===== src/ramMonitor_settings.svh =====
`ifndef RAM_MONITOR_SETTINGS_SVH
`define RAM_MONITOR_SETTINGS_SVH

// Memory geometry, three address digits and four data digits
`define RAM_ADDR_WIDTH 12
`define RAM_DATA_WIDTH 16
`define RAM_FILL_VALUE 16'hFFFF

`define UART_CLKS_PER_BIT 8     // Short bit time keeps simulation fast

`define REFRESH_INTERVAL 64     // Clocks between refresh starts
`define REFRESH_CYCLES 6        // Clocks the controller is blocked per refresh
`define READ_LATENCY 2          // Acceptance to read data valid

`endif


===== src/ramMonitorPkg.sv =====
`include "ramMonitor_settings.svh"

package ramMonitorPkg;

    typedef logic [`RAM_ADDR_WIDTH-1:0] memAddrT;   // Word address
    typedef logic [`RAM_DATA_WIDTH-1:0] memDataT;   // One memory word

    // Command sequence of the monitor, one stage per step
    typedef enum logic [2:0] {
        waitCmd,    // Arm input for the command byte
        loadCmd,    // Decode command, echo w or r
        loadAddr,   // Latch address, echo =
        issue,      // Raise the memory trigger
        waitMem,    // Wait for acceptance and read data
        printData,  // Queue the read word as hex
        newline     // Queue CR LF
    } monStageT;

endpackage


===== src/memArbiter.sv =====
module memArbiter #(
    parameter type dataT = logic [15:0]
) (
    input  logic                   clk,
    input  logic                   rstN,
    // Port A, higher priority
    input  logic                   aTrigger,
    input  ramMonitorPkg::memAddrT aAddr,
    input  logic                   aWrite,
    input  dataT                   aWriteData,
    output logic                   aReady,
    // Port B
    input  logic                   bTrigger,
    input  ramMonitorPkg::memAddrT bAddr,
    input  logic                   bWrite,
    input  dataT                   bWriteData,
    output logic                   bReady,
    output dataT                   bReadData,
    output logic                   bReadDataValid,
    // Controller side
    output logic                   cmdTrigger,
    output ramMonitorPkg::memAddrT cmdAddr,
    output logic                   cmdWrite,
    output dataT                   cmdWriteData,
    input  logic                   cmdReady,
    input  dataT                   cmdReadData,
    input  logic                   cmdReadDataValid
);
    logic grantA;
    logic readOwnerB;   // Owner of the read in flight

    assign grantA = aTrigger;

    assign cmdTrigger = aTrigger || bTrigger;
    assign cmdAddr = grantA ? aAddr : bAddr;
    assign cmdWrite = grantA ? aWrite : bWrite;
    assign cmdWriteData = grantA ? aWriteData : bWriteData;

    assign aReady = grantA && cmdReady;
    assign bReady = !grantA && cmdReady;

    assign bReadData = cmdReadData;
    assign bReadDataValid = cmdReadDataValid && readOwnerB;

    always_ff @(posedge clk or negedge rstN) begin
        if (!rstN)
            readOwnerB <= 1'b0;
        else if (cmdTrigger && cmdReady && !cmdWrite)
            readOwnerB <= !grantA;
    end

endmodule


===== config.mk =====
export PLATFORM = sky130hd
export DESIGN_NAME = memArbiter
export DESIGN_NICKNAME = d
export VERILOG_FILES = /design/src/ramMonitorPkg.sv /design/src/memArbiter.sv
export VERILOG_INCLUDE_DIRS = /design/src
export SDC_FILE = /design/constraint.sdc
export NUM_CORES = 1
export LEC_CHECK = 0
export ABC_CLOCK_PERIOD_IN_PS = 800
export BUFFER_PORTS_ARGS = -buffer_cell sky130_fd_sc_hd__clkbuf_2
export CAP_MARGIN = 20
export CORE_MARGIN = 2
export CORE_UTILIZATION = 24
export CTS_BUF_LIST = sky130_fd_sc_hd__clkbuf_8
export DETAILED_ROUTE_END_ITERATION = 10
export PLACE_DENSITY = 0.88
export SLEW_MARGIN = 5
export SYNTH_ARGS = -nofsm -noshare
export SYNTH_HDL_FRONTEND = slang
export SYNTH_SLANG_ARGS = --single-unit

===== constraint.sdc =====
create_clock -name clk -period 0.8 [get_ports clk]
set_input_delay 0.08 -clock clk [delete_from_list [all_inputs] [get_ports clk]]
set_output_delay 0.08 -clock clk [all_outputs]
set_load 0.01 [all_outputs]

## After elaboration in Yosys (flattened, before gate mapping)

Cells that the tools add are included.

| word-level totals | value |
|---|---|
| flip-flop bits (word level) | 1 |
| bits of input ports | 80 |
| output and inout bits | 49 |
| word-level logic and storage cells | 12 |

| operators by class | value |
|---|---|
| multiplexer cells | 3 |
| reduce and logical (&&, ||, !) cells | 8 |

Operators with widths:

| cell | number |
|---|---|
| 16-bit two-way mux | 1 |
| 12-bit two-way mux | 1 |
| 1-bit logical AND | 5 |
| 1-bit zero test | 2 |
| 1-bit logical OR | 1 |
| 1-bit two-way mux | 1 |

## Logic depth before layout (Yosys ltp)

| depth | value |
|---|---|
| depth after elaboration | 3 |
| depth in mapped cells | 4 |
| mapped depth without buffers | 2 |

## Worst setup path after synthesis

No wires, ideal clock.

| timing | value |
|---|---|
| path type | input to output |
| start | input aTrigger |
| end | output cmdWriteData[10] (netlist name) |
| arrival time | 658 ps |
| data required time | 720 ps |
| slack | 62 ps |
| stages | 3 |
| path through | buf_6 buf_6 mux2_4 |

RTL lines:

| element | line | source |
|---|---|---|
| from (decl) | memArbiter.sv:7 | `input logic aTrigger,` |
| to (decl) | memArbiter.sv:24 | `output dataT cmdWriteData,` |

==> run_results.csv <==
group,metric,value,unit
finish,multi_input_area,494,µm²
hold_path,min_path_cells,0,
setup_path,max_stage_delay,300,ps
synth,avgSynthCellArea,11.9,µm²
pwr,powerDensity,634,nW/µm²
timing,period_minus_slack,885,ps
timing,final-setup-viol-count,29,
timing,timing.final.ws_setup,-85.5,ps
die,start_util,0.252,
synth,ys_seq_area_frac,0.0363,
route,drc,0,
route,vias_per_cell,4.35,
timing,max_freq,1130,MHz
job,maxCapViolCount,0,
setup_path,startpoint_type,"input pin",
pwr,power_frac_seq,0.073,
timing,skew,0,ps
synth,synth_warnings,0,
grt,grt_pass1_wl,3310,µm
die,die_width,57.6,µm
die,core_area,2730,µm²
pwr,p_switching,0.000257,W
finish,largest_reg_flops,1,
grt,grt_max_degree,11,
route,postRouteAntennaNets,0,
die,pin_count,129,
setup_path,critPathRequiredTime,720,ps
placement,port_buffers,96,
finish,n_antenna_cell,0,
route,dr.pass1.iters,2,
finish,nFillCells,264,
finish,final_util,0.449,
finish,final_layout_size_suffix_gt1_frac,0.943,
finish,syn_to_final_growth,77.9,%
placement,dpl-instance-area,1070,µm²
finish,nets,223,
setup_path,cp_cell_sequence,"clkbuf_16 -> buf_12 -> mux2_4 -> clkbuf_2",
pwr,p_leak,0.764,nW
setup_path,crit_type,"in2out",
finish,regArea,25.0,µm²
timing,tightest_slew,90.9,ps
pwr,power.internal,0.000521,W
die,die_y,57.6,µm
die,row_count,19,
timing,relSlewSlack,0.939,
grt,antenna_found_initial,0,
setup_path,critPathCaptureType,"output port",
synth,synthesis.area,689,µm²
placement,gp_congestion,0.790,
route,wire_per_inst,13.4,µm
synth,ys_ff_latch,1,
setup_path,crit_slowest_cell,"mux2_4",
synth,synth_cell_types,13,
timing,hold_violations,0,
grt,grt_overflow,0,
synth,syn_nets,138,
grt,grt_pass1_vias,762,
run_status,violations,"setup timing",
hold_path,hold_class,"in2out",
timing,finalCritPeriodShare,1.11,
pwr,swShare,0.330,
route,wl,2300,µm
clock_network,insertion_delay,0,ps
finish,regMostFlops,"readOwnerB",
timing,whs,160,ps
timing,rsz0062_at_grt,"yes",
pwr,pwr-share-clk,0,
pwr,vdd_drop_max,0.381,mV
run_status,status,"finished with violations",
setup_path,crit_arrival,810,ps
pwr,comb_power_share,0.927,
setup_path,r2r_cells,2,
finish,design_area,1230,µm²
grt,grt_use_total,0.124,
finish,reg.largest.list,"readOwnerB: 1 flops",
setup_path,cp_max_fo,10,
route,vias,748,
setup_path,rrSetupSlack,40,ps
route,drtIter0Drc,7,
die,die_area,3320,µm²
synth,syn_inst,58,
timing,slew_viol_final,0,
## through the flow
stage | setup TNS, ps | cells | total power [W] | setup WS [ps]
after global routing | -2590 | 172 | 0.000826 | -104
after CTS | -2260 | 171 | 0.000751 | -93.8
final | -2060 | 172 | 0.000777 | -85.5
after global placement | -4190 | 167 | 0.000664 | -172
after detailed placement | -4860 | 167 | 0.000683 | -194
after floorplan | 0 | 58 | 0.000483 | 62.0
## logic make-up after synthesis
logic type             synth area share
multiplexers                      0.615
buffers and inverters             0.265
AND/OR/NAND/NOR                  0.0690
AO/OA/AOI/OAI                    0.0145
flip-flops                       0.0363
## Yosys cell counts (all sizes together)
| cell | instances | area share |
|---|---|---|
| nand2b | 1 | 0.0091 |
| nand3b | 1 | 0.011 |
| nor2b | 1 | 0.0091 |
| o211a | 1 | 0.015 |
| dfrtp | 1 | 0.036 |
| and3b | 1 | 0.013 |
| buf | 20 | 0.26 |
| mux2 | 29 | 0.62 |
| or2 | 1 | 0.0091 |
| and2 | 2 | 0.018 |
## final cells by class
type | count | share of cell area
timing repair buffer | 103 | 0.545
multi-input combinational | 37 | 0.403
tap | 31 | 0.0316
sequential | 1 | 0.0204
## per-layer routing
layer / global-route usage / share of wire
met1: 0.117 / 0.30
met2: 0.273 / 0.57
met3: 0.0181 / 0.12
met4: 0.0166 / 0.010
met5: 0 / 0
## worst max-delay path, delay by kind of cell
kind	cells	cell delay (ps)
buffers and inverters	3	430
multiplexers	1	300
## power groups by stage
stage	Sequential, W	Clock [W]	Combinational [W]
6_report	0.0000567	0	0.000721
2_1_floorplan	0.0000559	0	0.000427
3_3_place_gp	0.0000563	0	0.000608
5_1_grt	0.0000573	0	0.000769
4_1_cts	0.0000569	0	0.000694
3_5_place_dp	0.0000569	0	0.000626
## path summary, 6_finish.rpt
check	startpoint	to
min	cmdReadData[9]	bReadData[9]
max in group asynchronous	rstN	readOwnerB$_DFFE_PN0P_
max reg2reg	readOwnerB$_DFFE_PN0P_	readOwnerB$_DFFE_PN0P_
min in group asynchronous	rstN	readOwnerB$_DFFE_PN0P_
min reg2reg	readOwnerB$_DFFE_PN0P_	readOwnerB$_DFFE_PN0P_
max	aTrigger	cmdWriteData[7]
## placed cells by master (no fill, tap or decap)
master / synthesis / final
and3b_1: 1 / 1
nand2b_1: 1 / 1
dfrtp_1: 1 / 1
mux2_4: 26 / 28
buf_16: 0 / 2
dlygate4sd3_1: 0 / 1
o211a_1: 1 / 1
buf_6: 2 / 8
nor2b_1: 1 / 1
nand3b_1: 1 / 1
buf_2: 0 / 1
and2_4: 0 / 1
clkbuf_16: 0 / 1
buf_4: 16 / 1
or2_4: 0 / 1
clkbuf_2: 0 / 87
and2_1: 2 / 1
buf_12: 2 / 2
mux2_2: 3 / 1
## what timing repair did
| action | in CTS | in global routing |
|---|---|---|
| hold buffers | 1 | 0 |
| setup endpoints to repair | 30 | 32 |
| buffers inserted | 1 | 1 |
| pin swaps | 1 | 0 |
| resized for setup | 10 | 15 |
| gates cloned | 2 | 0 |
| hold endpoints to repair | 1 | 0 |
(Power assumes the default switching activity.)
