**config.mk**
```make
export PLATFORM = sky130hd
export DESIGN_NAME = uartPort
export DESIGN_NICKNAME = d
export VERILOG_FILES = /design/src/uartPort.sv
export VERILOG_INCLUDE_DIRS = /design/src
export SDC_FILE = /design/constraint.sdc
export NUM_CORES = 1
export LEC_CHECK = 0
export ABC_AREA = 1
export BUFFER_PORTS_ARGS = -buffer_cell sky130_fd_sc_hd__buf_2
export CAP_MARGIN = 20
export CORE_ASPECT_RATIO = 1.1
export CORE_UTILIZATION = 50
export DETAILED_ROUTE_END_ITERATION = 6
export GPL_TIMING_DRIVEN = 0
export PLACE_DENSITY = 0.79
export SYNTH_ARGS = -nofsm -noshare
export SYNTH_HDL_FRONTEND = slang
export SYNTH_SLANG_ARGS = --single-unit
```
**constraint.sdc**
```tcl
create_clock -name clk -period 1.7 [get_ports clk]
set_input_delay 0.255 -clock clk [delete_from_list [all_inputs] [get_ports clk]]
set_output_delay 0.255 -clock clk [all_outputs]
set_load 0.01 [all_outputs]
```
**src/ramMonitor_settings.svh**
```systemverilog
`ifndef RAM_MONITOR_SETTINGS_SVH
`define RAM_MONITOR_SETTINGS_SVH

// Memory geometry, three address digits and four data digits
`define RAM_ADDR_WIDTH 12
`define RAM_DATA_WIDTH 16
`define RAM_FILL_VALUE 16'hFFFF

`define UART_CLKS_PER_BIT 8     // Short bit time keeps simulation fast

`define REFRESH_INTERVAL 64     // Clocks between refresh starts
`define REFRESH_CYCLES 6        // Clocks the controller is blocked per refresh
`define READ_LATENCY 2          // Acceptance to read data valid

`endif

```
**src/uartPort.sv**
```systemverilog
`include "ramMonitor_settings.svh"

module uartPort (
    input  logic       clk,
    input  logic       rstN,
    input  logic       rxSerial,
    output logic       txSerial,
    input  logic       transmit,
    input  logic [7:0] txByte,
    output logic       received,
    output logic [7:0] rxByte,
    output logic       transmitting
);
    localparam int ClksPerBit = `UART_CLKS_PER_BIT;
    localparam int CntWidth = $clog2(ClksPerBit);

    logic [1:0]          rxSync;
    logic                rxIn;
    logic                rxBusy;
    logic [CntWidth-1:0] rxCnt;
    logic [3:0]          rxBit;     // 0 start, 1..8 data, 9 stop
    logic [7:0]          rxShift;
    logic                rxSample;

    logic [CntWidth-1:0] txCnt;
    logic [3:0]          txBit;
    logic [9:0]          txShift;   // Stop, data, start

    assign rxIn = rxSync[1];
    assign rxSample = rxBusy && rxCnt == '0;   // Middle of the current bit

    always_ff @(posedge clk or negedge rstN) begin
        if (!rstN) begin
            rxSync <= 2'b11;
            rxBusy <= 1'b0;
            rxCnt <= '0;
            rxBit <= '0;
            received <= 1'b0;
        end else begin
            rxSync <= {rxSync[0], rxSerial};
            received <= 1'b0;
            if (!rxBusy) begin
                if (!rxIn) begin
                    // Falling edge, aim at the middle of the start bit
                    rxBusy <= 1'b1;
                    rxCnt <= CntWidth'(ClksPerBit / 2 - 1);
                    rxBit <= '0;
                end
            end else if (rxCnt != '0) begin
                rxCnt <= rxCnt - 1'b1;
            end else begin
                rxCnt <= CntWidth'(ClksPerBit - 1);
                rxBit <= rxBit + 1'b1;
                if (rxBit == 4'd0 && rxIn) begin
                    rxBusy <= 1'b0;     // Glitch, no start bit
                end else if (rxBit == 4'd9) begin
                    rxBusy <= 1'b0;
                    received <= 1'b1;
                end
            end
        end
    end

    always_ff @(posedge clk) begin
        if (rxSample && rxBit >= 4'd1 && rxBit <= 4'd8)
            rxShift <= {rxIn, rxShift[7:1]};   // LSB arrives first
        if (rxSample && rxBit == 4'd9)
            rxByte <= rxShift;
    end

    // Transmitter
    assign txSerial = transmitting ? txShift[0] : 1'b1;

    always_ff @(posedge clk or negedge rstN) begin
        if (!rstN) begin
            transmitting <= 1'b0;
            txCnt <= '0;
            txBit <= '0;
        end else if (!transmitting) begin
            if (transmit) begin
                transmitting <= 1'b1;
                txCnt <= CntWidth'(ClksPerBit - 1);
                txBit <= '0;
            end
        end else if (txCnt != '0) begin
            txCnt <= txCnt - 1'b1;
        end else begin
            txCnt <= CntWidth'(ClksPerBit - 1);
            if (txBit == 4'd9)
                transmitting <= 1'b0;           // End of stop bit
            else
                txBit <= txBit + 1'b1;
        end
    end

    always_ff @(posedge clk) begin
        if (transmit && !transmitting)
            txShift <= {1'b1, txByte, 1'b0};
        else if (transmitting && txCnt == '0)
            txShift <= {1'b1, txShift[9:1]};
    end

endmodule
```
After elaboration in Yosys (flattened, before gate mapping)
Index checks and enable logic that the tools add are counted.

Add/sub/neg operators: 4. Equal/unequal tests: 6. Mux-type cells: 29. Reduce and logical (&&, ||, !) cells: 17. $lt $le $gt $ge: 2.

Operator list (number): 2-to-1 mux 4 bit (7); 2-to-1 mux 3 bit (6); 2-to-1 mux 9 bit (2); 2-to-1 mux 1 bit (14); adder 4 x 1 -> 4 bit (second input constant) (2); equality test 4 bit (second input constant) (2); logical AND 1 bit (7); logical NOT 3 bit (2); inequality test 2 bit (second input constant) (3); nonzero test 3 bit (2); subtractor 3 x 1 -> 3 bit (second input constant) (2); >= comparator 4 x 1 -> 1 bit (second input constant) (1); less-or-equal comparator 4 bit (second input constant) (1); logical NOT 4 bit (1); nonzero test 2 bit (2); AND reduction 3 bit (1); inequality test 2 x 1 -> 1 bit (second input constant) (1); AND reduction 2 bit (1); logical NOT 1 bit (1).

Output and inout port bits: 11. Input port bits: 12. Register bits: 44.

Longest topological paths before layout
Gate-level depths: netlist (run 1).

Depth after elaboration: 5. Gate-level depth with buffers: 8.

Worst setup path before layout (run 1)
OpenSTA, ideal clock, no wires.

Path kind: register to register. Start: register rxCnt[0]. End: register rxByte[0], enable pin. Arrival: 1.254 ns. Path slack: 0.076 ns. Data required time: 1.330 ns. Stages on the path, launching flop included: 6. Clock period less this slack: 1.624 ns. Library setup time: 0.370 ns. Buffers on the path: 1. Path through: dfrtp_1 inv_1 ha_1 nand3_1 buf_2 nor2_1.

Word-level cells in the longest chain between the ends: 3.

Ends and longest elaborated chain: start: declaration (line uartPort.sv:20) `logic [CntWidth-1:0] rxCnt;`; start signal: assignment (line uartPort.sv:46) `rxCnt <= CntWidth'(ClksPerBit / 2 - 1);`; start signal: assignment (line uartPort.sv:50) `rxCnt <= rxCnt - 1'b1;`; start signal: assignment (line uartPort.sv:52) `rxCnt <= CntWidth'(ClksPerBit - 1);`; logical NOT 3 bit (line uartPort.sv:30) `assign rxSample = rxBusy && rxCnt == '0;`; logical AND 1 bit (line uartPort.sv:30); logical AND 1 bit (line uartPort.sv:67) `if (rxSample && rxBit == 4'd9)`; end signal: assignment (line uartPort.sv:68) `rxByte <= rxShift;`; end: declaration (line uartPort.sv:11) `output logic [7:0] rxByte,`.

No other way between the ends. A chain may end at the register's enable or synchronous reset.

Worst setup path after layout (run 1)
Start: register rxCnt[0]. End: register rxShift[5], enable pin.

Word-level cells in the longest chain between the ends: 4.

Ends and longest elaborated chain: logical NOT 3 bit (line uartPort.sv:30); logical AND 1 bit (line uartPort.sv:30); logical AND 1 bit (2 in a row) (line uartPort.sv:65) `if (rxSample && rxBit >= 4'd1 && rxBit <= 4'd8)`; end signal: assignment (line uartPort.sv:66) `rxShift <= {rxIn, rxShift[7:1]};`; end: declaration (line uartPort.sv:22) `logic [7:0] rxShift;`.

No other way between the ends.

==> flow_summary.json, run 1 <==
{
  "pin_count": 23,
  "vias": 1285,
  "clk_pin_slew_ns": 0.08,
  "slowest_stage": "dfrtp_1",
  "cts_inserted_buffers": 5,
  "ir_worst_vdd_mv": 0.5618,
  "path_class": "flop to flop",
  "synthesis.area_um2": 1897,
  "grt_pass1_wl_mm": 4.843,
  "slew_headroom_pct": 70.06,
  "cts-root-buf": "clkbuf_8",
  "min_path_type": "input pin to flop",
  "num_antenna_cells": 0,
  "arrival_ns": 1.63,
  "routabilityCongestion": 0.7188,
  "yosysWarnings": 0,
  "yosys.cell_types.count": 23,
  "fillers": 306,
  "drc": 0,
  "period_minus_slack_ns": 1.606,
  "synth_fp_nets": 201,
  "required_ns": 1.72,
  "clockBufferDepth": 2,
  "hold_viol": 0,
  "multi_input_area_um2": 586.8,
  "area.sequential_um2": 1219,
  "synth_edf_count": 24,
  "ys.flop_type": "edfxtp_1",
  "worst_pin_slew_ns": 0.4491,
  "rows": 23,
  "drt-vias-per-instance": 4.905,
  "antenna_found_initial": 0,
  "grt_pass1_vias": 1143,
  "cts_tree": "done",
  "port_buffers": 21,
  "drive_gt1_share_pct": 21.70,
  "antenna_left": 0,
  "cp-end-kind": "flop",
  "worst_setup_path_start_kind": "flop",
  "synth_seq_cells": 44,
  "holdWs_ns": 0.05044,
  "slew_viol_final": 0,
  "dr.pass1.iters": 4,
  "power_density_nw_per_um2": 1506,
  "synthesis.instances": 180,
  "post-dp-hpwl_mm": 1.999,
  "area_growth_pct": 16.89,
  "grt_max_degree": 20,
  "fmax_mhz": 622.7,
  "fin_nets": 232,
  "cp_cell_sequence": "inv_1, ha_2, nand3_1, inv_2, o21ai_0, nor2_2, buf_4",
  "die_h_um": 66.60,
  "grt_use_total_pct": 16.70,
  "crit_path_max_incr_delay_ns": 0.37,
  "synthArstFlopShare_pct": 43.18,
  "start_util_pct": 52.31,
  "finalSetupViolCount": 0,
  "core_um2": 3626,
  "drt_iter0_drc": 61,
  "finalCritPeriodShare_pct": 94.47,
  "wl_mm": 3.024,
  "maxCapViolCount": 0,
  "die-area_um2": 4044,
  "yosysSeqAreaShare_pct": 64.25,
  "avgSynthCellArea_um2": 10.54,
  "grt_remaining_overflow": 0,
  "p_leak_uw": 0.001027,
  "final_common_cell": "nand2_1",
  "outcome": "complete, no violations",
  "layout_common_cells": "46 x nand2_1, 24 x edfxtp_1, 23 x buf_2, 21 x inv_1, 21 x nand3_1",
  "p_total_uw": 3339,
  "htreeDepth": 2,
  "die_w_um": 60.73,
  "wl_per_cell_um": 11.54,
  "worstPathMaxFanout": 4,
  "finClkSkew_ns": 0.004795,
  "clkLatencyLatePin_ns": 0.29,
  "clock_sinks": 44
}
==> synth_stat cells, drive strengths merged, types with 2 or more instances <==
library cell / instances / area [um2]
a21oi: 3 / 15.01
a22oi: 2 / 15.01
buf: 3 / 17.52
dfrtp: 17 / 425.4
dfstp: 2 / 52.55
edfxtp: 24 / 720.7
ha: 9 / 112.6
inv: 23 / 86.33
nand2: 49 / 191.4
nand3: 22 / 115.1
nand4: 2 / 12.51
nor2: 10 / 37.54
o21ai: 9 / 45.04
==> power by group <==
part,internal [uW],leakage (uW),switching [uW]
Clock,442,0.0000548,363
Sequential,1440,0.000452,187
Combinational,356,0.000520,552
==> through the flow <==
stage / std cells / cell area (um2) / worst slack (ns) / TNS, ns / util (%)
6_report: 262 / 2217 / 0.09398 / 0 / 61.15
5_1_grt: 262 / 2217 / -0.05101 / -0.2914 / 61.15
4_1_cts: 260 / 2195 / 0.02789 / 0 / 60.52
3_5_place_dp: 251 / 2064 / -0.1216 / -1.667 / 56.94
3_3_place_gp: 251 / 2064 / -0.1377 / -1.715 / 56.94
2_1_floorplan: 180 / 1897 / 0.07579 / 0 / -
==> sequential cells by signal (all words and copies together) (netlist names) <==
name and count:
received 1, rxBit 4, rxBusy 1, rxByte 8, rxCnt 3, rxShift 8, rxSync 2, transmitting 1
txBit 4, txCnt 3, txShift 9
==> kinds of logic (layout without fill, tap and decap cells) <==
logic type               count (synthesis)  count (layout)  synth area share [%]
XOR/XNOR                                 1               1                0.4618
AND/OR/NAND/NOR                         85              85                 19.53
buffers and inverters                   26              58                 5.475
adder cells (fa/ha/maj)                  9               9                 5.937
AO/OA/AOI/OAI                           15              15                 4.353
flip-flops                              44              44                 64.25
==> metal layers <==
metal | wire length, um | GRT usage [%] | vias up
met1 | 1390 | 20.00 | 603
met5 | 0 | 0 | -
met2 | 1474 | 26.65 | 22
li1 | - | - | 654
met3 | 96 | 5.243 | 6
met4 | 63 | 8.523 | 0
==> repair_timing <==
item,CTS,global route
hold endpoints to repair,17,0
buffers inserted,0,2
hold buffers,1,0
cloned,0,0
gates resized for setup,2,3
pin swaps,0,1
endpoints found under the setup margin,16,16
==> worst paths after layout <==
check	start	to	slack [ns]	cells after the start
worst max-delay path	rxCnt[0]$_DFFE_PN0P_	rxShift[5]$_DFFE_PP_	0.09	7
worst min-delay path	rxSerial	rxSync[0]$_DFF_PN1_	0.05	1
worst max register to register	rxCnt[0]$_DFFE_PN0P_	rxShift[5]$_DFFE_PP_	0.09	7
worst min register to register	rxSync[0]$_DFF_PN1_	rxSync[1]$_DFF_PN1_	0.36	0
max in group asynchronous	rstN	rxSync[1]$_DFF_PN1_	0.89	2
min in group asynchronous	rstN	txCnt[0]$_DFFE_PN0P_	0.47	2
==> worst max-delay path, delay by kind of cell (launching register included) <==
family | cells | cell delay (ns)
flops | 1 | 0.37
buf+inv | 3 | 0.36
simple gates | 2 | 0.31
fa+ha+maj | 1 | 0.20
compound gates | 1 | 0.10
==> final cells by class <==
class / instances / area share (%)
multi-input cells: 110 / 26.47
clock buffers: 5 / 3.104
inverters: 23 / 3.894
plain buffers: 3 / 0.7901
flip-flops and latches: 44 / 54.97
clock inverters: 3 / 2.088
repair buffers: 24 / 5.869
well taps: 50 / 2.822
Note: power is estimated with default switching activity, not from simulation.
==> run 2, diff against run 1 <==
--- a/config.mk
+++ b/config.mk
@@ -14,6 +14,7 @@
 export DETAILED_ROUTE_END_ITERATION = 6
 export GPL_TIMING_DRIVEN = 0
 export PLACE_DENSITY = 0.79
+export RECOVER_POWER = 25
 export SYNTH_ARGS = -nofsm -noshare
 export SYNTH_HDL_FRONTEND = slang
 export SYNTH_SLANG_ARGS = --single-unit
==> run 2 against run 1 <==
Against the previous run:
- sequential share of layout area about the same
- hold slack better by 0.00063 ns
- clock power about the same
- highest routed layer unchanged
- utilization about the same
- cell area about the same
- maximum frequency up 0.23%
- combinational power about the same
- largest power group unchanged
- routed wire length down 0.76%
==> flow_summary.json, run 2 (synthesis results as in run 1) <==
{
  "clockBufferDepth": 2,
  "drt_iter0_drc": 47,
  "path_class": "flop to flop",
  "finClkSkew_ns": 0.004462,
  "core_um2": 3626,
  "critPathLaunch": "rxCnt[0]$_DFFE_PN0P_",
  "arrival_ns": 1.62,
  "dp_slack_ns": -0.1216,
  "fin_nets": 232,
  "dr.pass1.iters": 4,
  "final_area_um2": 2216,
  "grt_remaining_overflow": 0,
  "top_register": "txShift",
  "pin_count": 23,
  "area.sequential_um2": 1219,
  "wl_mm": 3.001,
  "cts-root-buf": "clkbuf_8",
  "cp-end-kind": "flop",
  "finalCritPeriodShare_pct": 94.26,
  "largest_reg_flops": 9,
  "antenna_left": 0,
  "slew_headroom_pct": 28.72,
  "required_ns": 1.72,
  "fin_ws_ns": 0.09763,
  "rows": 23,
  "worst_pin_slew_ns": 1.069,
  "grt_pass1_wl_mm": 4.843,
  "post-dp-hpwl_mm": 1.999,
  "area_growth_pct": 16.82,
  "grt_pass1_vias": 1143,
  "drt-vias-per-instance": 4.905,
  "antenna_found_initial": 0,
  "reg_top3": "txShift (9), rxByte (8), rxShift (8)",
  "start_util_pct": 52.31,
  "clk_pin_slew_ns": 0.08,
  "ir_worst_vdd_mv": 0.5590,
  "drive_gt1_share_pct": 20.75,
  "p_total_uw": 3333,
  "maxCapViolCount": 0,
  "num_antenna_cells": 0,
  "worst_setup_path_start_kind": "flop",
  "die_h_um": 66.60,
  "die_w_um": 60.73,
  "cts_tree": "done",
  "outcome": "complete, no violations",
  "multi_input_area_um2": 586.8,
  "grt_max_degree": 20,
  "htreeDepth": 2,
  "worstPathMaxFanout": 4,
  "p_leak_uw": 0.001024,
  "power_frac_seq_pct": 48.7,
  "vias": 1285,
  "clock_sinks": 44,
  "power_frac_comb_pct": 27.2,
  "timing.rr.start": "rxCnt[0]$_DFFE_PN0P_",
  "clkLatencyLatePin_ns": 0.29,
  "wl_per_cell_um": 11.45,
  "hold_path_startpoint": "rxSerial",
  "fmax_mhz": 624.1,
  "period_minus_slack_ns": 1.602,
  "slew_viol_final": 0,
  "layout_common_cells": "46 x nand2_1, 24 x edfxtp_1, 22 x buf_2, 21 x inv_1, 21 x nand3_1",
  "final_common_cell": "nand2_1",
  "min_path_type": "input pin to flop",
  "p_switching_uw": 1097,
  "intPower_uw": 2236,
  "finalSetupViolCount": 0,
  "drc": 0,
  "place_area_um2": 2064,
  "grt_use_total_pct": 16.70,
  "power_density_nw_per_um2": 1504,
  "port_buffers": 21,
  "die-area_um2": 4044,
  "pwr-share-clk_pct": 24.1,
  "p_sw_share_pct": 32.91,
  "routabilityCongestion": 0.7188,
  "cts_inserted_buffers": 5,
  "hold_viol": 0,
  "fillers": 306
}
[run 2: cell types whose count changed in the layout (fill, tap and decap cells not counted)]
cell,before,now
buf_2,23,22
dfstp_1,0,1
dfstp_2,2,1
clkbuf_1,0,1
[run 2: area by class of cell]
type	instances	area share [%]
tap	50	2.823
sequential	44	55.00
multi-input combinational	110	26.48
buffer	3	0.7905
timing repair buffer	24	5.816
inverter	23	3.896
clock buffer	5	3.106
clock inverter	3	2.089
[run 2: final timing paths]
kind                                           to  slack, ns  depth (start not counted)
setup / recovery             rxShift[5]$_DFFE_PP_        0.1                          7
hold / removal                rxSync[0]$_DFF_PN1_       0.05                          1
setup reg to reg             rxShift[5]$_DFFE_PP_        0.1                          7
hold reg to reg               rxSync[1]$_DFF_PN1_       0.37                          0
max in group asynchronous  transmitting$_DFF_PN0_       0.35                          2
min in group asynchronous    rxBit[2]$_DFFE_PN0P_       0.71                          2
[run 2: critical path, cell delays in order (launching register included)]
cell,delay (ns)
dfrtp_1,0.37
inv_1,0.11
ha_2,0.20
nand3_1,0.11
inv_2,0.09
o21ai_0,0.10
nor2_2,0.20
buf_4,0.16
[run 2: power groups by stage]
stage	registers (uW)	clock network (uW)	logic (uW)
floorplan	1600	0	694
detailed placement	1640	0	869
CTS	1620	828	885
finish	1620	803	907
global placement	1630	0	830
global route	1660	865	1060
[run 2: metal layers]
layer / vias up / wire (um) / track usage (%)
met1: 601 / 1398 / 20.00
met4: 0 / 63 / 8.523
met3: 6 / 99 / 5.243
met5: - / 0 / 0
met2: 24 / 1439 / 26.65
li1: 654 / - / -
[run 2: repair_timing]
item | CTS | global route
pin swaps | 0 | 1
endpoints found under the setup margin | 16 | 16
endpoints found under the hold margin | 17 | 0
hold buffers | 1 | 0
buffers inserted | 0 | 2
resized for setup | 2 | 3
[run 2: through the flow]
stage / hold slack [ns] / utilization [%] / setup TNS [ns] / instances
floorplan: -0.04059 / - / 0 / 180
CTS: 0.04030 / 60.52 / 0 / 260
finish: 0.05107 / 61.11 / 0 / 262
detailed placement: 0.2253 / 56.94 / -1.667 / 251
global placement: 0.2166 / 56.94 / -1.715 / 251
global route: 0.03449 / 61.11 / -0.2915 / 262
