<file path="src/ramMonitor_settings.svh">
`ifndef RAM_MONITOR_SETTINGS_SVH
`define RAM_MONITOR_SETTINGS_SVH

// Memory geometry, three address digits and four data digits
`define RAM_ADDR_WIDTH 12
`define RAM_DATA_WIDTH 16
`define RAM_FILL_VALUE 16'hFFFF

`define UART_CLKS_PER_BIT 8     // Short bit time keeps simulation fast

`define REFRESH_INTERVAL 64     // Clocks between refresh starts
`define REFRESH_CYCLES 6        // Clocks the controller is blocked per refresh
`define READ_LATENCY 2          // Acceptance to read data valid

`endif

</file>
<file path="src/ramMonitorPkg.sv">
`include "ramMonitor_settings.svh"

package ramMonitorPkg;

    typedef logic [`RAM_ADDR_WIDTH-1:0] memAddrT;   // Word address
    typedef logic [`RAM_DATA_WIDTH-1:0] memDataT;   // One memory word

    // Command sequence of the monitor, one stage per step
    typedef enum logic [2:0] {
        waitCmd,    // Arm input for the command byte
        loadCmd,    // Decode command, echo w or r
        loadAddr,   // Latch address, echo =
        issue,      // Raise the memory trigger
        waitMem,    // Wait for acceptance and read data
        printData,  // Queue the read word as hex
        newline     // Queue CR LF
    } monStageT;

endpackage

</file>
<file path="src/memFillEngine.sv">
`include "ramMonitor_settings.svh"

module memFillEngine (
    input  logic                   clk,
    input  logic                   rstN,
    output logic                   cmdTrigger,
    output ramMonitorPkg::memAddrT cmdAddr,
    output ramMonitorPkg::memDataT cmdWriteData,
    input  logic                   cmdReady,
    output logic                   fillDone
);
    import ramMonitorPkg::*;

    localparam memAddrT LastAddr = '1;

    assign cmdWriteData = memDataT'(`RAM_FILL_VALUE);

    always_ff @(posedge clk or negedge rstN) begin
        if (!rstN) begin
            cmdTrigger <= 1'b0;
            cmdAddr <= '0;
            fillDone <= 1'b0;
        end else if (!fillDone) begin
            cmdTrigger <= 1'b1;
            if (cmdTrigger && cmdReady) begin
                if (cmdAddr == LastAddr) begin
                    cmdTrigger <= 1'b0;     // Whole array written
                    fillDone <= 1'b1;
                end else begin
                    cmdAddr <= cmdAddr + 1'b1;
                end
            end
        end
    end

endmodule

</file>
<file path="config.mk">
export PLATFORM = sky130hd
export DESIGN_NAME = memFillEngine
export DESIGN_NICKNAME = d
export VERILOG_FILES = /design/src/ramMonitorPkg.sv /design/src/memFillEngine.sv
export VERILOG_INCLUDE_DIRS = /design/src
export SDC_FILE = /design/constraint.sdc
export NUM_CORES = 1
export LEC_CHECK = 0
export ABC_AREA = 1
export BUFFER_PORTS_ARGS = -buffer_cell sky130_fd_sc_hd__buf_2
export CAP_MARGIN = 30
export CORE_MARGIN = 2
export CORE_UTILIZATION = 49
export DETAILED_ROUTE_END_ITERATION = 12
export PLACE_DENSITY = 0.78
export SLEW_MARGIN = 15
export SYNTH_ARGS = -nofsm -noshare
export SYNTH_HDL_FRONTEND = slang
export SYNTH_SLANG_ARGS = --single-unit
</file>
<file path="constraint.sdc">
create_clock -name clk -period 1.65 [get_ports clk]
set_clock_uncertainty 0.2 [all_clocks]
set_input_delay 0.4125 -clock clk [delete_from_list [all_inputs] [get_ports clk]]
set_output_delay 0.4125 -clock clk [all_outputs]
set_load 0.01 [all_outputs]
</file>
Word-level counts from Yosys, hierarchy flattened
Index checks and enable logic that the tools add are counted.
Widths: inputs -> output; s select.
{"block": "word_totals", "output_inout_bits": 30, "mem_bits_rw": 0, "rom_bits": 0, "mem_count": 0, "latch_bits": 0, "ff_bits": 14, "input_bits": 3, "elab_cells": 14}
{"block": "op_classes", "n_reduce_logical": 2, "n_div": 0, "eq_ne": 1, "multipliers": 0, "shifts": 0, "n_mux": 5, "n_lt_le_gt_ge": 0, "bitwise_logic": 2, "addsub": 1}
{"op": "$add 12x1->12 const B", "n": 1}
{"op": "$eq 12x12->1 const B", "n": 1}
{"op": "$mux 1", "n": 5}
{"op": "$reduce_and 3->1", "n": 1}
{"op": "$not 1->1", "n": 2}
{"op": "$logic_and 1x1->1", "n": 1}

Longest topological paths before layout
Gate-level depths: netlist of run 1.
{"block": "depth", "depth_word": 4, "depth_mapped": 8, "depth_no_buf": 8}

Least setup slack after synthesis of run 1
No wires, ideal clock.
{"block": "synth_path", "path_kind": "reg-to-reg", "startpoint": "register cmdAddr[0]", "endpoint": "register cmdAddr[10]", "slack_ns": 0.086, "setup_ns": 0.117, "path_buffers": 1, "required_time_ns": 1.333, "stages_incl_launch_ff": 8, "period_less_slack_ns": 1.564, "arrival_ns": 1.247, "cell_sequence": "dfrtp_1 ha_1 inv_1 nor2_2 nand3_4 buf_6 nand4_1 nand2_1"}
{"block": "synth_via", "elab_chain_cells": 3, "elab_cells_between_ends": 4, "cone_classes": "add/sub: 1; eq/ne: 1; bitwise: 1; reduce/logical: 1"}
{"element": "start: declaration", "line": "memFillEngine.sv:7", "text": "output ramMonitorPkg::memAddrT cmdAddr,"}
{"element": "start signal: assignment", "line": "memFillEngine.sv:30", "text": "cmdAddr <= cmdAddr + 1'b1;"}
{"element": "parallel branches: the longest is 3 deep, another holds $add 12x1->12"}
Several ways; the timed one is not identified.
A chain may end at the register's enable or synchronous reset.

Final worst setup path of run 1
{"block": "layout_path", "startpoint": "register cmdAddr[8]", "endpoint": "output cmdAddr[8]"}
No word-level cell between the ends.

==> metrics.txt, run 1 <==
gr usage total 17.5%; die area 2360 sq um; Compound-Gate Fraction of Synth Area 1.03%; most common cell after layout, fill and taps aside nand2_1; final hold vios 0; Leak Pwr 0.567 nW; Hold Crit Class reg2reg; number of CTS-inserted buffers 3; Crit. End Element output port; FILL cells 185; crit-path max cell delay 420 ps; CP required 1040 ps; DRT antenna net count 0; Post-Synthesis Cells 130; Max Buffers Root-to-Sink 2; sequential cell area 350 sq um; largest family of logic cells by synthesized area simple AND/OR/NAND/NOR gates; Synth Register Bits 14; Cell Chain, Critical Path buf_4 > buf_2; MaxCap Viol Count 0; DR iter-0 viols 15; commonest non-fill, non-tap cells in the layout 45 x nand2_1, 16 x conb_1, 16 x buf_2; Initial Utilization 50.6%; Synth area leader dfrtp_1; Final Critical Period 1610 ps; row cnt 16; IO Count 33; Via density 4.62; initial antenna violation count 0; Crit-path slowest cell dfrtp_1; crit path buf inv count 2; Layout area overhead 15.3%; Clock Latency Late Sink 290 ps; PortBufs 16; Power, Total 0.000631 W; sequential area share after synthesis 36.0%; CTS clk-pin slew, worst paths 90 ps; H-tree level count 1; final WL 1.95 mm; layout cells sized above 1 25.3%; NumNets Final 159; Pwr Density 563 nW/um^2; maximum vdd ir drop 457 uV; Synth cell types 20; first-pass GRT wire length 3.27 mm; WS Path Type reg2out; setup TNS 0 ps; setup repair bufs after CTS 0; antenna cells 0; top cell type's share of synthesized area 36.0%; Final setup violation count 0; Reg2Reg Setup Slack 80 ps; Syn Area/Cell 7.48 sq um; Post-Synth XOR/XNOR Area 4.50%; Die Span Y 48.5 microns; via count 837; vias in the first global route 808; Simple-Gate Fraction of Synth Area 37.3%; clk sinks 14; total core area 1920 sq um; gp weighted congestion 0.776; hpwl dp 1.39 mm; multi-input logic area 509 sq um; drt first pass iters 4; CTS Root Cell clkbuf_4; crit path max fanout 4; mux share of post-synthesis cell area 0%; largest net degree at the start of global routing 15; Die X 48.5 microns; critical path startpoint category register; DRC Markers 0; FMAX 0.621 GHz; fin crit share 97.5%; outcome completed; CTS tree done; Routed wire per std cell 10.8 microns; Yosys warning count 0; worst path arrival time 1000 ps; cell family with most CP delay flip-flops; Final Max Tran Viols 0; post-synthesis adder-cell area fraction 1.29%; Synth area leaders dfrtp_1 36%, nand2_1 17%, buf_4 12%; GRT overflow 0; synthesized area 972 sq um
## state kept, by name, summed over array words and instances, names as in the netlist
| register | cells |
|---|---|
| cmdAddr | 12 |
| cmdTrigger | 1 |
| fillDone | 1 |
## power breakdown
group	switching [W]	internal, W
registers	0	0.000343
clock network	0.000123	0.000135
logic	0.0000271	0.00000365
## cell usage after synthesis
library cell / instances
conb_1: 1
o21ai_0: 1
nand2_2: 1
xnor2_1: 3
nand3_2: 5
buf_2: 1
nand3_4: 1
buf_6: 1
buf_4: 16
inv_1: 14
nand4_1: 7
nand2_1: 45
xor2_1: 2
nor2_1: 10
dfrtp_1: 14
nor2_2: 2
nor2_4: 1
nand3_1: 3
o21ai_1: 1
ha_1: 1
## worst reg2reg max path, cell delays in order, from the launching register on
cell and delay [ps]:
dfrtp_1 410, ha_2 220, inv_1 90, nor2_4 50, nand3_4 120, nand2_1 80, nor2_2 190, nand2_1 90
nand2_1 70
## cell families after synthesis
| group | after synthesis |
|---|---|
| DFF | 14 |
| adders and majority gates | 1 |
| xor gates and xnor gates | 5 |
| buffers and inverters | 32 |
| and+or+nand+nor | 75 |
| AOI/OAI and AO/OA | 2 |
| other | 1 |
## layout make-up
class	instances	share of cell area [%]
multi-input combinational	99	45.4
timing repair buffer	23	12.4
tap	27	3.01
sequential	14	31.2
inverter	14	4.69
clock buffer	4	3.24
## through the flow
stage / area, sq um / hold slack [ps] / instances / worst slack, ps / utilization (%)
2_1_floorplan: 1030 / -83.1 / 145 / 86.5 / -
3_3_place_gp: 1050 / 126 / 176 / 123 / 54.7
3_5_place_dp: 1050 / 125 / 176 / 43.3 / 54.7
4_1_cts: 1100 / 313 / 181 / 17.0 / 57.1
5_1_grt: 1120 / 346 / 181 / -14.9 / 58.3
6_report: 1120 / 316 / 181 / 41.0 / 58.3
## repair_timing
item / in CTS / in global routing
resized for setup: 0 / 6
setup endpoints to repair: 0 / 11
endpoints found under the hold margin: 14 / 0
hold buffers: 1 / 0
## per-layer routing
layer  vias to the layer above  wire [microns]  track usage [%]
met5                         -               0                0
met2                        24             993             31.9
met1                       391             848             21.0
met3                         5              83             2.16
met4                         0              27             6.19
li1                        417               -                -
## path summary, 6_finish.rpt
| kind | start | to | cells past startpoint |
|---|---|---|---|
| setup / recovery | cmdAddr[8] | cmdAddr[8] | 2 |
| hold / removal | fillDone | cmdTrigger | 2 |
| setup reg to reg | cmdAddr[0] | cmdAddr[4] | 8 |
| hold reg to reg | fillDone | cmdTrigger | 2 |
| max in group asynchronous | rstN | cmdAddr[8] | 2 |
| min in group asynchronous | rstN | fillDone | 2 |
Note: power is estimated with default switching activity, not from simulation.
==> inputs of run 2 (changes only) <==
--- a/config.mk
+++ b/config.mk
@@ -10,9 +10,9 @@
 export BUFFER_PORTS_ARGS = -buffer_cell sky130_fd_sc_hd__buf_2
 export CAP_MARGIN = 30
 export CORE_MARGIN = 2
-export CORE_UTILIZATION = 49
+export CORE_UTILIZATION = 44
 export DETAILED_ROUTE_END_ITERATION = 12
-export PLACE_DENSITY = 0.78
+export PLACE_DENSITY = 0.74
 export SLEW_MARGIN = 15
 export SYNTH_ARGS = -nofsm -noshare
 export SYNTH_HDL_FRONTEND = slang
==> constraint.sdc (replaced) <==
create_clock -name clk -period 1.44 [get_ports clk]
set_clock_uncertainty 0.2 [all_clocks]
set_input_delay 0.36 -clock clk [delete_from_list [all_inputs] [get_ports clk]]
set_output_delay 0.36 -clock clk [all_outputs]
set_load 0.01 [all_outputs]
==> metrics.txt, run 2 (synthesis results as in run 1) <==
outcome finished, violations left (was completed); failing checks setup timing; Leak Pwr 0.740 nW (was 0.567 nW); Crit. End Element register (was output port); CTS Root Cell clkbuf_4 (unchanged); setup TNS -1210 ps (was 0 ps); clk sinks 14 (unchanged); antenna cells 0 (unchanged); maximum vdd ir drop 471 uV (was 457 uV); first-pass GRT wire length 3.93 mm (was 3.27 mm); PnR worst setup slack -152 ps (was 41.0 ps); Final setup violation count 21 (was 0); number of CTS-inserted buffers 3 (unchanged); Reg with most FFs cmdAddr (unchanged); FF-to-FF End cmdAddr[9] (was cmdAddr[4]); layout cells sized above 1 45.6% (was 25.3%); row cnt 17 (was 16); fin util 69.9% (was 58.3%); Clock Latency Late Sink 280 ps (was 290 ps); fin crit share 111%; initial antenna violation count 0 (unchanged); max reg flops 12 (unchanged); Via density 4.79 (was 4.62); gr usage total 20.1% (was 17.5%); sequential cell area 352 sq um (was 350 sq um); DR iter-0 viols 24 (was 15); hpwl dp 1.59 mm (was 1.39 mm); drt first pass iters 4 (unchanged); NumNets Final 187 (was 159); Die Span Y 51.0 microns (was 48.5 microns); Pwr Density 480 nW/um^2 (was 563 nW/um^2); largest registers cmdAddr (12), cmdTrigger (1), fillDone (1) (unchanged); Final Max Tran Viols 0 (unchanged); Routed wire per std cell 12.4 microns (was 10.8 microns); Initial Utilization 45.3% (was 50.6%); via count 1006 (was 837); CP required 1420 ps (was 1040 ps); PortBufs 16 (unchanged); Hold Crit Class in2async (was reg2reg); Placed Cells 189 (was 176); H-tree level count 1 (unchanged); IO Count 33 (unchanged); final WL 2.60 mm (was 1.95 mm); Reg2Reg Setup Slack -150 ps (was 80 ps); WS Path Type reg2reg (was reg2out); worst slack at placement -27.2 ps (was 43.3 ps); crit path max fanout 3 (was 4); final hold vios 0 (unchanged); DRC Markers 0 (unchanged); gp weighted congestion 0.776 (about the same); worst path arrival time 1570 ps (was 1000 ps); CTS clk-pin slew, worst paths 90 ps (about the same); MaxCap Viol Count 0 (unchanged); CTS tree done (unchanged); die area 2600 sq um (was 2360 sq um); Layout area overhead 54.4% (was 15.3%); vias in the first global route 901 (was 808); multi-input logic area 572 sq um (was 509 sq um); FILL cells 156 (was 185); largest net degree at the start of global routing 15 (unchanged); critical path startpoint category register (unchanged); RSZ-0062 raised after global routing yes; most common cell after layout, fill and taps aside nand2_1 (unchanged); final cell count without fillers 210 (was 181); GRT overflow 0 (unchanged); Max Buffers Root-to-Sink 2 (unchanged); Die X 51.0 microns (was 48.5 microns); FMAX 0.628 GHz; hold slack 297 ps (was 316 ps); R2R depth 9 (was 8); total core area 2150 sq um (was 1920 sq um); DRT antenna net count 0 (unchanged); commonest non-fill, non-tap cells in the layout 36 x nand2_1, 24 x buf_4, 19 x buf_6 (was 45 x nand2_1, 16 x conb_1, 16 x buf_2); Final Critical Period 1590 ps; reg2reg start cmdAddr[1] (was cmdAddr[0])
run 2: where the power goes:
| group | total [W] | switching (W) | leakage (nW) | internal (W) |
|---|---|---|---|---|
| Clock | 0.000289 | 0.000135 | 0.0210 | 0.000154 |
| Combinational | 0.0000386 | 0.0000325 | 0.536 | 0.00000610 |
| Sequential | 0.000393 | 0 | 0.184 | 0.000393 |
| Total | 0.000720 | 0.000168 | 0.741 | 0.000553 |
run 2: worst max-delay path by stage:
stage / startpoint / end / slack, ps / depth (start not counted)
after global routing: cmdAddr[1] / cmdAddr[9] / -200 / 9
final: cmdAddr[1] / cmdAddr[9] / -150 / 9
after floorplan: cmdAddr[1] / cmdAddr[11] / -30 / 7
after CTS: cmdAddr[0] / cmdAddr[0] / -70 / 2
after detailed placement: cmdAddr[0] / cmdAddr[4] / -30 / 8
after global placement: cmdAddr[0] / cmdAddr[4] / -6 / 8
run 2: timing repair:
item,CTS,global route
resized for setup,21,18
hold endpoints to repair,14,0
pin swaps,1,7
setup endpoints to repair,22,24
buffers inserted,14,4
hold buffers,1,0
run 2: critical path, stage by stage (launching register included):
cell and delay (ps):
dfrtp_1 430, buf_6 130, buf_4 100, nand2_1 60, nor2_2 130, nand2_2 100, nor2_2 130, nand3_2 80
nand2_1 80, nand2_1 60
run 2: area by class of cell:
| type | count | area share, % |
|---|---|---|
| Tap cell | 28 | 2.33 |
| Sequential cell | 14 | 23.4 |
| Timing Repair Buffer | 51 | 30.3 |
| Multi-Input combinational cell | 99 | 38.1 |
| Inverter | 14 | 3.50 |
| Clock buffer | 4 | 2.42 |
run 2: per-stage QoR:
| step | area (sq um) | total power, W |
|---|---|---|
| after floorplan | 1040 | 0.000454 |
| after global placement | 1170 | 0.000434 |
| after detailed placement | 1170 | 0.000435 |
| after CTS | 1410 | 0.000723 |
| after global routing | 1500 | 0.000751 |
| final | 1500 | 0.000720 |
run 2: per-layer routing:
| layer | part of all wire [%] | GRT usage (%) |
|---|---|---|
| met4 | 4.0 | 8.56 |
| met1 | 40 | 24.8 |
| met2 | 50 | 34.8 |
| met3 | 5.7 | 2.92 |
| met5 | 0 | 0 |
==> inputs of run 3 (changes only) <==
--- a/config.mk
+++ b/config.mk
@@ -12,7 +12,7 @@
 export CORE_MARGIN = 2
 export CORE_UTILIZATION = 44
 export DETAILED_ROUTE_END_ITERATION = 12
-export PLACE_DENSITY = 0.74
+export PLACE_DENSITY = 0.83
 export SLEW_MARGIN = 15
 export SYNTH_ARGS = -nofsm -noshare
 export SYNTH_HDL_FRONTEND = slang
==> metrics.txt, run 3 (synthesis results as in run 1) <==
max reg flops 12 (unchanged); Die X 51.0 microns (unchanged); gp weighted congestion 0.739 (was 0.776); layout cells sized above 1 43.4% (was 45.6%); total core area 2150 sq um (unchanged); WS Path Type reg2reg (unchanged); NumNets Final 187 (unchanged); gr usage total 24.1% (was 20.1%); largest net degree at the start of global routing 15 (unchanged); PnR worst setup slack -120 ps (was -152 ps); failing checks setup timing (unchanged); MaxCap Viol Count 0 (unchanged); Final Critical Period 1560 ps (was 1590 ps); grt met1 use 28.1% (was 24.8%); first-pass GRT wire length 4.65 mm (was 3.93 mm); hpwl dp 1.61 mm (was 1.59 mm); final hold vios 0 (unchanged); Leak Pwr 0.716 nW (was 0.740 nW); FMAX 0.641 GHz (was 0.628 GHz); Crit. End Element register (unchanged); crit path buf inv count 1 (was 2); cell family with most CP delay simple AND/OR/NAND/NOR gates (unchanged); DRT antenna net count 0 (unchanged); outcome finished, violations left (unchanged); Initial Utilization 45.3% (unchanged); clk sinks 14 (unchanged); initial antenna violation count 0 (unchanged); critical path startpoint category register (unchanged); Via density 5.09 (was 4.79); drt first pass iters 5 (was 4); Layout area overhead 52.9% (was 54.4%); worst path arrival time 1550 ps (was 1570 ps); GRT overflow 0 (unchanged); Crit-path slowest cell dfrtp_1 (unchanged); fin util 69.2% (was 69.9%); antenna cells 0 (unchanged); final WL 3.14 mm (was 2.60 mm); multi-input logic area 566 sq um (was 572 sq um); hold slack 238 ps (was 297 ps); Routed wire per std cell 14.9 microns (was 12.4 microns); IO Count 33 (unchanged); vias in the first global route 1038 (was 901); Max Buffers Root-to-Sink 2 (unchanged); Final setup violation count 25 (was 21); DRC Markers 0 (unchanged); RSZ-0062 raised after global routing yes (unchanged); H-tree level count 1 (unchanged); largest registers cmdAddr (12), cmdTrigger (1), fillDone (1) (unchanged); FILL cells 156 (unchanged); PortBufs 16 (unchanged); GR Layer Usage met2 41.8% (was 34.8%); Clock Latency Late Sink 300 ps (was 280 ps); Cell Chain, Critical Path buf_6 > nand2_1 > nor2_2 > nand2_2 > nor2_2 > nand3_1 > nand2_1 > nand2_1 (was buf_6 > buf_4 > nand2_1 > nor2_2 > nand2_2 > nor2_2 > nand3_2 > nand2_1 > nand2_1); via count 1068 (was 1006); GR Util met3 2.34% (was 2.92%); commonest non-fill, non-tap cells in the layout 42 x nand2_1, 23 x buf_6, 22 x buf_4 (was 36 x nand2_1, 24 x buf_4, 19 x buf_6); crit path max fanout 3 (unchanged); CTS clk-pin slew, worst paths 100 ps (was 90 ps); Reg with most FFs cmdAddr (unchanged); gr busiest metal met2 (unchanged); fin crit share 108% (was 111%); number of CTS-inserted buffers 3 (unchanged); sequential cell area 353 sq um (was 352 sq um); row cnt 17 (unchanged); DR iter-0 viols 42 (was 24); Pwr Density 464 nW/um^2 (was 480 nW/um^2); CTS Root Cell clkbuf_4 (unchanged); die area 2600 sq um (unchanged); CP required 1430 ps (was 1420 ps); crit-path max cell delay 430 ps (about the same); Die Span Y 51.0 microns (unchanged); Hold Crit Class in2reg (was in2async); CTS tree done (unchanged); Final Max Tran Viols 0 (unchanged); Most common cell on crit path nand2_1 (unchanged); most common cell after layout, fill and taps aside nand2_1 (unchanged); maximum vdd ir drop 520 uV (was 471 uV)
==> run 3: through the flow <==
step	TNS [ps]	instance area (sq um)	cells	setup slack [ps]	power [W]
detailed placement	-399	1160	189	-69.6	0.000433
CTS	-1030	1420	208	-73.9	0.000671
finish	-1770	1490	210	-120	0.000690
global placement	-5.13	1160	189	-5.13	0.000432
global route	-2870	1490	210	-184	0.000713
floorplan	-159	1040	145	-33.7	0.000454
==> run 3: metal layers <==
metal / wire [microns] / share of wire, %
met1: 1230 / 39
met2: 1560 / 50
met5: 0 / 0
met3: 194 / 6.2
met4: 161 / 5.1
==> run 3: worst paths after layout <==
check	slack, ps	endpoint	depth (start not counted)	start
setup / recovery	-120	cmdAddr[7]	8	cmdAddr[1]
hold / removal	240	fillDone	3	cmdReady
setup reg to reg	-120	cmdAddr[7]	8	cmdAddr[1]
hold reg to reg	310	cmdTrigger	2	fillDone
max in group asynchronous	480	cmdAddr[7]	2	rstN
min in group asynchronous	270	cmdAddr[3]	2	rstN
==> run 3: repair_timing <==
item                                    4_1_cts  5_1_grt
hold buffers                                  1        0
buffers inserted                             13        2
endpoints found under the setup margin       23       27
hold endpoints to repair                     14        0
gates cloned                                  1        0
gates resized for setup                      25       14
pin swaps                                     1        2
==> run 3: final cells by class <==
type,instances,share of cell area (%)
multi-input combinational,100,38.0
inverter,14,3.54
timing repair buffer,50,30.6
sequential,14,23.7
tap,28,2.36
clock buffer,4,1.77
==> run 3: report_power, final <==
part           internal [W]  leakage, nW  switching [W]
Sequential         0.000393        0.182              0
Clock              0.000108       0.0150       0.000152
Combinational    0.00000446        0.520      0.0000327
Total              0.000505        0.716       0.000185
==> run 3: worst min-delay path: stages <==
cell	delay, ps
buf_2	100
nand2_2	140
o21ai_2	90
